## src/nkmd_pkg.sv

```systemverilog
package nkmd_pkg;

    // Field widths
    localparam int REGSEL_W = 4;
    localparam int ALUSEL_W = 3;
    localparam int IMM_W = 15;
    localparam int JREL_W = 8;

    typedef logic [31:0] word_t;
    typedef logic [REGSEL_W-1:0] regsel_t;
    typedef logic [ALUSEL_W-1:0] alusel_t;

    // ALU operation codes
    localparam alusel_t OP_ADD = 3'd0;
    localparam alusel_t OP_SUB = 3'd1;
    localparam alusel_t OP_OR = 3'd2;
    localparam alusel_t OP_AND = 3'd3;
    localparam alusel_t OP_XOR = 3'd4;
    localparam alusel_t OP_RESERVED = 3'd5;
    localparam alusel_t OP_CLAMP = 3'd6;
    localparam alusel_t OP_MUL = 3'd7;

    // Register indices with special meaning
    localparam regsel_t REG_ZERO = 4'd0;
    localparam regsel_t REG_RA = 4'd11;
    localparam regsel_t REG_N = 4'd14;
    localparam regsel_t REG_PC = 4'd15;

    // Single bits of the instruction word
    localparam int BIT_JMP = 31;
    localparam int BIT_IMM = 16;
    localparam int BIT_SIGN = 15;
    localparam int BIT_REPN = 12;
    localparam int BIT_RREAD = 1;
    localparam int BIT_CREAD = 0;

    // Field positions
    localparam int RS_LSB = 17;
    localparam int RT_LSB = 8;
    localparam int RD_LSB = 24;
    localparam int ALU_LSB = 21;

endpackage
```

## src/nkmd_dcd_if.sv

```systemverilog
`timescale 1ns/1ns

interface nkmd_dcd_if;

    nkmd_pkg::regsel_t rssel;
    nkmd_pkg::regsel_t rtsel;
    nkmd_pkg::regsel_t rdsel;
    nkmd_pkg::alusel_t alusel;
    nkmd_pkg::word_t imm;
    logic immen;
    logic r_read_en;
    logic c_read_en;
    logic repn;

    modport dcd (
        output rssel, rtsel, rdsel, alusel, imm, immen, r_read_en, c_read_en, repn
    );

    // Register read addresses plus the decrement strobe for n
    modport rf (input rssel, rtsel, repn);

    modport opnd (input rdsel, alusel, imm, immen, r_read_en, c_read_en);

endinterface

```

## src/nkmd_cpu.sv

```systemverilog
`timescale 1ns/1ns

module nkmd_cpu (
    input  logic              clk,
    input  logic              rst,
    output nkmd_pkg::word_t   p_addr_o,
    input  nkmd_pkg::word_t   p_data_i,
    output nkmd_pkg::word_t   r_addr_o,
    input  nkmd_pkg::word_t   r_data_i,
    output nkmd_pkg::word_t   c_addr_o,
    input  nkmd_pkg::word_t   c_data_i,
    output nkmd_pkg::regsel_t wb_sel_o,
    output nkmd_pkg::word_t   wb_val_o
);

    logic              stall;
    logic              jmp_en;
    nkmd_pkg::word_t   jmp_pc;
    nkmd_pkg::word_t   pc;
    logic              regn_last;
    nkmd_pkg::word_t   rsval;
    nkmd_pkg::word_t   rtval;
    nkmd_pkg::word_t   sval;
    nkmd_pkg::word_t   tval;
    nkmd_pkg::alusel_t alusel;
    nkmd_pkg::regsel_t rdsel;
    nkmd_pkg::regsel_t wb_sel;
    nkmd_pkg::word_t   wb_val;

    nkmd_dcd_if dcd_bus ();

    nkmd_cpu_fetch fetch_i (
        .clk      (clk),
        .rst      (rst),
        .stall_i  (stall),
        .jmp_en_i (jmp_en),
        .jmp_pc_i (jmp_pc),
        .pc_o     (pc)
    );

    nkmd_cpu_dcd dcd_i (
        .clk         (clk),
        .rst         (rst),
        .inst_i      (p_data_i),
        .pc_i        (pc),
        .regn_last_i (regn_last),
        .dcd         (dcd_bus.dcd),
        .stall_o     (stall),
        .jmp_en_o    (jmp_en),
        .jmp_pc_o    (jmp_pc)
    );

    nkmd_cpu_regfile regfile_i (
        .clk         (clk),
        .rst         (rst),
        .dcd         (dcd_bus.rf),
        .wb_sel_i    (wb_sel),
        .wb_val_i    (wb_val),
        .rsval_o     (rsval),
        .rtval_o     (rtval),
        .regn_last_o (regn_last)
    );

    nkmd_cpu_opnd opnd_i (
        .clk      (clk),
        .rst      (rst),
        .dcd      (dcd_bus.opnd),
        .rsval_i  (rsval),
        .rtval_i  (rtval),
        .r_addr_o (r_addr_o),
        .r_data_i (r_data_i),
        .c_addr_o (c_addr_o),
        .c_data_i (c_data_i),
        .s_o      (sval),
        .t_o      (tval),
        .alusel_o (alusel),
        .rdsel_o  (rdsel)
    );

    nkmd_cpu_ex ex_i (
        .clk      (clk),
        .rst      (rst),
        .s_i      (sval),
        .t_i      (tval),
        .alusel_i (alusel),
        .rdsel_i  (rdsel),
        .wb_sel_o (wb_sel),
        .wb_val_o (wb_val)
    );

    // Writeback pair goes straight to the register file and the ports
    assign p_addr_o = pc;
    assign wb_sel_o = wb_sel;
    assign wb_val_o = wb_val;

endmodule

```

## src/nkmd_cpu_ex.sv

```systemverilog
`timescale 1ns/1ns

module nkmd_cpu_ex (
    input  logic              clk,
    input  logic              rst,
    input  nkmd_pkg::word_t   s_i,
    input  nkmd_pkg::word_t   t_i,
    input  nkmd_pkg::alusel_t alusel_i,
    input  nkmd_pkg::regsel_t rdsel_i,
    output nkmd_pkg::regsel_t wb_sel_o,
    output nkmd_pkg::word_t   wb_val_o
);

    nkmd_pkg::word_t   alu;
    nkmd_pkg::regsel_t wb_sel_q;
    nkmd_pkg::word_t   wb_val_q;

    always_comb begin
        case (alusel_i)
            nkmd_pkg::OP_ADD: alu = s_i + t_i;
            nkmd_pkg::OP_SUB: alu = s_i - t_i;
            nkmd_pkg::OP_OR: alu = s_i | t_i;
            nkmd_pkg::OP_AND: alu = s_i & t_i;
            nkmd_pkg::OP_XOR: alu = s_i ^ t_i;
            // Clamp and mul are not implemented
            nkmd_pkg::OP_RESERVED, nkmd_pkg::OP_CLAMP, nkmd_pkg::OP_MUL: alu = '0;
            default: alu = '0;
        endcase
    end

    always_ff @(posedge clk) begin
        if (rst) begin
            wb_sel_q <= nkmd_pkg::REG_ZERO;
            wb_val_q <= '0;
        end else begin
            wb_sel_q <= rdsel_i;
            wb_val_q <= alu;
        end
    end

    assign wb_sel_o = wb_sel_q;
    assign wb_val_o = wb_val_q;

endmodule

```

## src/nkmd_cpu_opnd.sv

```systemverilog
`timescale 1ns/1ns

module nkmd_cpu_opnd (
    input  logic              clk,
    input  logic              rst,
    nkmd_dcd_if.opnd          dcd,
    input  nkmd_pkg::word_t   rsval_i,
    input  nkmd_pkg::word_t   rtval_i,
    output nkmd_pkg::word_t   r_addr_o,
    input  nkmd_pkg::word_t   r_data_i,
    output nkmd_pkg::word_t   c_addr_o,
    input  nkmd_pkg::word_t   c_data_i,
    output nkmd_pkg::word_t   s_o,
    output nkmd_pkg::word_t   t_o,
    output nkmd_pkg::alusel_t alusel_o,
    output nkmd_pkg::regsel_t rdsel_o
);

    nkmd_pkg::regsel_t rdsel_q;
    nkmd_pkg::alusel_t alusel_q;
    nkmd_pkg::word_t   imm_q;
    logic              immen_q;
    logic              r_read_q;
    logic              c_read_q;

    // One stage behind the decoder, level with the register read
    always_ff @(posedge clk) begin
        if (rst) begin
            rdsel_q <= nkmd_pkg::REG_ZERO;
            alusel_q <= nkmd_pkg::OP_ADD;
            immen_q <= 1'b0;
            r_read_q <= 1'b0;
            c_read_q <= 1'b0;
        end else begin
            rdsel_q <= dcd.rdsel;
            alusel_q <= dcd.alusel;
            immen_q <= dcd.immen;
            r_read_q <= dcd.r_read_en;
            c_read_q <= dcd.c_read_en;
        end
    end

    always_ff @(posedge clk) begin
        imm_q <= dcd.imm;
    end

    assign r_addr_o = rsval_i;
    assign c_addr_o = rtval_i;

    assign s_o = r_read_q ? r_data_i : rsval_i;
    assign t_o = immen_q ? imm_q : (c_read_q ? c_data_i : rtval_i);
    assign alusel_o = immen_q ? nkmd_pkg::OP_ADD : alusel_q;
    assign rdsel_o = rdsel_q;

endmodule

```

## src/nkmd_cpu_regfile.sv

```systemverilog
`timescale 1ns/1ns

module nkmd_cpu_regfile (
    input  logic              clk,
    input  logic              rst,
    nkmd_dcd_if.rf            dcd,
    input  nkmd_pkg::regsel_t wb_sel_i,
    input  nkmd_pkg::word_t   wb_val_i,
    output nkmd_pkg::word_t   rsval_o,
    output nkmd_pkg::word_t   rtval_o,
    output logic              regn_last_o
);

    // a..j in slots 0..9, sl and sh in 10 and 11
    nkmd_pkg::word_t gpr_q [12];
    nkmd_pkg::word_t n_q;
    nkmd_pkg::word_t n_next;
    nkmd_pkg::word_t rsval_q;
    nkmd_pkg::word_t rtval_q;
    logic            regn_last_q;
    logic            gpr_we;

    function automatic logic [3:0] slot(input nkmd_pkg::regsel_t sel);
        if (sel > nkmd_pkg::REG_RA) begin
            slot = sel - 4'd2;
        end else begin
            slot = sel - 4'd1;
        end
    endfunction

    function automatic nkmd_pkg::word_t read_reg(input nkmd_pkg::regsel_t sel);
        case (sel)
            nkmd_pkg::REG_ZERO, nkmd_pkg::REG_RA, nkmd_pkg::REG_PC: read_reg = '0;
            nkmd_pkg::REG_N: read_reg = n_q;
            default: read_reg = gpr_q[slot(sel)];
        endcase
    endfunction

    always_ff @(posedge clk) begin
        rsval_q <= read_reg(dcd.rssel);
        rtval_q <= read_reg(dcd.rtsel);
    end

    // ra and pc writes are dropped, n has its own register
    assign gpr_we = (wb_sel_i != nkmd_pkg::REG_ZERO) && (wb_sel_i != nkmd_pkg::REG_RA) &&
                    (wb_sel_i != nkmd_pkg::REG_N) && (wb_sel_i != nkmd_pkg::REG_PC);

    always_ff @(posedge clk) begin
        if (gpr_we) begin
            gpr_q[slot(wb_sel_i)] <= wb_val_i;
        end
    end

    // Writeback to n beats the repeat decrement
    always_comb begin
        if (wb_sel_i == nkmd_pkg::REG_N) begin
            n_next = wb_val_i;
        end else if (dcd.repn && (n_q != '0)) begin
            n_next = n_q - 32'd1;
        end else begin
            n_next = n_q;
        end
    end

    always_ff @(posedge clk) begin
        if (rst) begin
            n_q <= '0;
            regn_last_q <= 1'b1;
        end else begin
            n_q <= n_next;
            regn_last_q <= (n_next <= 32'd1);
        end
    end

    assign rsval_o = rsval_q;
    assign rtval_o = rtval_q;
    assign regn_last_o = regn_last_q;

endmodule

```

## src/nkmd_cpu_dcd.sv

```systemverilog
`timescale 1ns/1ns

module nkmd_cpu_dcd (
    input  logic            clk,
    input  logic            rst,
    input  nkmd_pkg::word_t inst_i,
    input  nkmd_pkg::word_t pc_i,
    input  logic            regn_last_i,
    nkmd_dcd_if.dcd         dcd,
    output logic            stall_o,
    output logic            jmp_en_o,
    output nkmd_pkg::word_t jmp_pc_o
);

    localparam int IMM_EXT = $bits(nkmd_pkg::word_t) - nkmd_pkg::IMM_W;
    localparam int JREL_EXT = $bits(nkmd_pkg::word_t) - nkmd_pkg::JREL_W;

    logic            jmp;
    logic            immen;
    logic            plain;
    logic            jmp_q;
    nkmd_pkg::word_t jmprel_q;
    nkmd_pkg::word_t pc_q;

    // Flag bits only count for register instructions
    assign jmp = inst_i[nkmd_pkg::BIT_JMP];
    assign immen = inst_i[nkmd_pkg::BIT_IMM];
    assign plain = !jmp && !immen;

    // Repeat sequencer
    assign stall_o = dcd.repn && !regn_last_i;

    always_ff @(posedge clk) begin
        if (rst) begin
            dcd.rssel <= nkmd_pkg::REG_ZERO;
            dcd.rtsel <= nkmd_pkg::REG_ZERO;
            dcd.rdsel <= nkmd_pkg::REG_ZERO;
            dcd.alusel <= nkmd_pkg::OP_ADD;
            dcd.immen <= 1'b0;
            dcd.r_read_en <= 1'b0;
            dcd.c_read_en <= 1'b0;
            dcd.repn <= 1'b0;
            jmp_q <= 1'b0;
        end else if (!stall_o) begin
            dcd.rssel <= inst_i[nkmd_pkg::RS_LSB +: nkmd_pkg::REGSEL_W];
            dcd.rtsel <= inst_i[nkmd_pkg::RT_LSB +: nkmd_pkg::REGSEL_W];
            // Jumps never write back
            dcd.rdsel <= jmp ? nkmd_pkg::REG_ZERO : inst_i[nkmd_pkg::RD_LSB +: nkmd_pkg::REGSEL_W];
            dcd.alusel <= inst_i[nkmd_pkg::ALU_LSB +: nkmd_pkg::ALUSEL_W];
            dcd.immen <= immen;
            dcd.r_read_en <= plain && inst_i[nkmd_pkg::BIT_RREAD];
            dcd.c_read_en <= plain && inst_i[nkmd_pkg::BIT_CREAD];
            dcd.repn <= plain && inst_i[nkmd_pkg::BIT_REPN];
            jmp_q <= jmp;
        end
    end

    always_ff @(posedge clk) begin
        if (!stall_o) begin
            dcd.imm <= {{IMM_EXT{inst_i[nkmd_pkg::BIT_SIGN]}}, inst_i[nkmd_pkg::IMM_W-1:0]};
            jmprel_q <= {{JREL_EXT{inst_i[nkmd_pkg::BIT_SIGN]}}, inst_i[nkmd_pkg::JREL_W-1:0]};
            pc_q <= pc_i;
        end
    end

    // Target relative to the jump's own address
    assign jmp_en_o = jmp_q;
    assign jmp_pc_o = pc_q + jmprel_q;

endmodule

```

## src/nkmd_cpu_fetch.sv

```systemverilog
`timescale 1ns/1ns

module nkmd_cpu_fetch (
    input  logic            clk,
    input  logic            rst,
    input  logic            stall_i,
    input  logic            jmp_en_i,
    input  nkmd_pkg::word_t jmp_pc_i,
    output nkmd_pkg::word_t pc_o
);

    nkmd_pkg::word_t pc_q;

    // Jump wins over a repeat stall
    always_ff @(posedge clk) begin
        if (rst) begin
            pc_q <= '0;
        end else if (jmp_en_i) begin
            pc_q <= jmp_pc_i;
        end else if (!stall_i) begin
            pc_q <= pc_q + 32'd1;
        end
    end

    assign pc_o = pc_q;

endmodule

```

## config.mk

```make
export PLATFORM = sky130hd
export DESIGN_NAME = nkmd_cpu
export DESIGN_NICKNAME = d
export VERILOG_FILES = /design/src/nkmd_pkg.sv /design/src/nkmd_dcd_if.sv /design/src/nkmd_cpu.sv /design/src/nkmd_cpu_ex.sv /design/src/nkmd_cpu_opnd.sv /design/src/nkmd_cpu_regfile.sv /design/src/nkmd_cpu_dcd.sv /design/src/nkmd_cpu_fetch.sv
export SDC_FILE = /design/constraint.sdc
export NUM_CORES = 1
export LEC_CHECK = 0
export BUFFER_PORTS_ARGS = -buffer_cell sky130_fd_sc_hd__buf_2
export CAP_MARGIN = 40
export CORE_AREA = 8 8 293 295
export CTS_CLUSTER_DIAMETER = 80
export DETAILED_ROUTE_END_ITERATION = 7
export DIE_AREA = 0 0 301 303
export GPL_TIMING_DRIVEN = 0
export SLEW_MARGIN = 20
export SYNTH_ARGS = -nofsm -noshare
export SYNTH_HDL_FRONTEND = slang
export SYNTH_HIERARCHICAL = 1
export SYNTH_SLANG_ARGS = --single-unit
```

## constraint.sdc

```tcl
create_clock -name clk -period 5.2 [get_ports clk]
set_input_delay 1.04 -clock clk [delete_from_list [all_inputs] [get_ports clk]]
set_output_delay 1.04 -clock clk [all_outputs]
set_load 0.05 [all_outputs]
```

==> qor.txt <==
Synth area leader - edfxtp_1
Max transition margin - 0.335
Vias - 27,800
Clock latency on the worst-skew pair - 0.63 ns
Max-cap check violation count - 0
Post-synth EDFFs - 432
First-pass GRT wire length - 183 mm
Vias in the first global route - 27,800
Clock-pin slew on the worst setup and hold paths - 0.06 ns
CTS Buffer Depth - 3
Pre-CTS WS - -0.325 ns
Hold Crit Class - reg -> reg
Initial Util - 0.445
Outcome - complete, no violations
Final max-slew violation count - 0
Crit Path Max Fanout - 11
Overflow after GRT - 0
CP Class - reg -> reg
Hold Fails Final Rpt - 0
Synth Net Count - 3,298
Wirelength per Cell - 27.9 um
# DRC - 0
Antenna-violating nets left - 0
Count leader, synth - edfxtp_1
Hold buffers post-CTS - 0
Number of I/O port buffers - 226
CTS tree - done
Largest net degree at the start of global routing - 36
Pwr dens - 478 nW/um2
Clock root buffer master - clkbuf_16
Avg Inst Size Synth - 11.8 um2
# clock sinks - 659
Hpwl dp - 97.1 mm
Yosys cell types - 108
Final-layout fill cell count - 7,071
Synth Instances - 3,052
Die area - 91,200 um2
Startpoint types - flop
CP required - 5.69 ns
Gpl congestion - 0.969
TritonCTS buffer count - 74
Die Wd - 301 um
Peak supply drop - 0.305 mV
Post-layout util - 0.515
Gr usage total - 0.269
P_leak - 16.0 nW
Layout net count - 3,638
Share of layout cells above drive strength 1 - 0.237
Top_reg_cell synth - edfxtp_1
Area Overhead vs Synth - 15.6%
YS warnings - 6
Via density - 6.13
Post-Route WL - 126 mm
1st-iter DRT viols - 3,209
Post-synthesis sequential area ratio - 0.484
Post-synthesis cell area - 36,200 um2
Pwr Total - 20.0 mW
Synth top area share - 0.359
CP arrival - 5.51 ns
Synth cell count leaders - 432 x edfxtp_1, 302 x nand2_1, 227 x dfxtp_1, 204 x o21ai_0, 196 x nor2_1
Setup slack, reg-to-reg - 0.18 ns
Yosys reg bits - 659
H-tree levels - 3
Clk_skew - 0.0302 ns
Setup ws final - 0.178 ns
Slew @ Worst Pin - 0.987 ns
Fin crit share - 0.966
Io pins - 230
Rows - 105
Crit. End Element - flop
Initial antenna violation count - 3
Post-synth ARST share - 0
Die height - 303 um
Area contributors post-synth - edfxtp_1 36%, dfxtp_1 13%, mux4_2 12%
Core area - 81,200 um2
Final setup fails - 0
Hold_ws - 0.342 ns
Unrepaired setup endpoints after global routing - yes
Pre-Repair DR Iteration Count - 6
Fmax achieved - 199 MHz
Minimum clock period - 5.02 ns
==> critical path, stage by stage (launching register included) <==
cell	delay [ns]
dfxtp_1	0.64
buf_4	0.33
o21ai_0	0.40
inv_1	0.20
ha_1	0.28
nand4_1	0.12
buf_4	0.20
nor2_1	0.16
nand3_1	0.19
o21ai_0	0.26
xnor2_1	0.16
ha_1	0.25
clkbuf_1	0.20
a21o_1	0.22
a21o_1	0.16
a21o_1	0.19
a41oi_1	0.26
o21ai_0	0.18
o21a_1	0.14
o221ai_1	0.31
==> cell families (layout without fill, tap and decap cells) <==
family,Yosys count,after routing,synth area share
fa+ha+maj,148,148,0.0516
buf+inv,359,760,0.0519
mux,333,333,0.163
simple gates,812,812,0.111
compound gates,630,630,0.111
xor+xnor,111,111,0.0269
other cells,0,1,0
flops,659,659,0.484
==> routing by layer <==
metal	up-vias	track usage	wire length [um]
li1	12100	-	-
met2	1422	0.434	58300
met5	-	0	0
met1	14000	0.371	52900
met4	0	0.0880	4140
met3	205	0.0421	11000
==> final cells by class <==
type | instances | area (um2) | share of cell area
Antenna cell | 1 | 2.50 | 0.0000598
Buffer | 259 | 1510 | 0.0362
Clock buffer | 87 | 1940 | 0.0464
Clock inverter | 50 | 531 | 0.0127
Inverter | 100 | 375 | 0.00898
Multi-Input combinational cell | 2034 | 16900 | 0.404
Sequential cell | 659 | 17500 | 0.419
Tap cell | 1070 | 1340 | 0.0320
Timing Repair Buffer | 264 | 1710 | 0.0409
==> where the power goes <==
group	leakage, nW	total (mW)	internal [mW]	switching [mW]
Sequential	5.93	7.28	6.36	0.924
Combinational	8.84	7.36	2.56	4.80
Clock	1.19	5.33	3.06	2.26
==> sequential cells by signal, summed over array words and instances, names as in the netlist, 16 cells and up <==
signal	flops
ex_i/wb_val_o	32
opnd_i/imm_q	32
regfile_i/gpr_q	384
regfile_i/rtval_o	32
dcd_i/pc_q	32
dcd_i/dcd.imm	16
regfile_i/n_q	32
fetch_i/pc_o	32
regfile_i/rsval_o	32
==> placed cells by master (no fill, tap or decap), drive strengths merged, types with 18 or more instances in the layout <==
cell type,count
nand4,48
nand2,303
nand2b,24
or3,20
xor2,40
ha,146
clkbuf,217
and2,18
clkinv,32
inv,105
mux2i,109
dfxtp,227
nand3,42
a311oi,18
nor3,30
mux4,192
a211oi,32
o21ai,238
nor2b,30
a21o,38
and3,21
nor2,196
edfxtp,432
xnor2,71
nor4,20
buf,393
a31oi,18
mux2,32
a21oi,146
==> worst paths after layout <==
path	startpoint	end	cells past startpoint
worst max-delay path	opnd_i/immen_q$_SDFF_PP0_	ex_i/wb_val_o[31]$_SDFF_PP0_	19
worst min-delay path	dcd_i/dcd.imm[12]$_DFFE_PN_	opnd_i/imm_q[12]$_DFF_P_	0
worst max register to register	opnd_i/immen_q$_SDFF_PP0_	ex_i/wb_val_o[31]$_SDFF_PP0_	19
worst min register to register	dcd_i/dcd.imm[12]$_DFFE_PN_	opnd_i/imm_q[12]$_DFF_P_	0
==> per-stage QoR <==
step                      area (um2)  TNS [ns]  cells
final                          41800         0   4524
after global routing           41800   -0.0992   4523
after CTS                      41700         0   4517
after detailed placement       39200     -2.31   4380
after global placement         38600     -3.42   4348
after floorplan                36200         0   3052
==> repair_timing <==
item	in CTS	in global routing
endpoints found under the setup margin	15	16
buffers inserted	0	2
gates resized for setup	4	14
pin swaps	0	1
No activity file was read; power rests on OpenSTA's default activity.
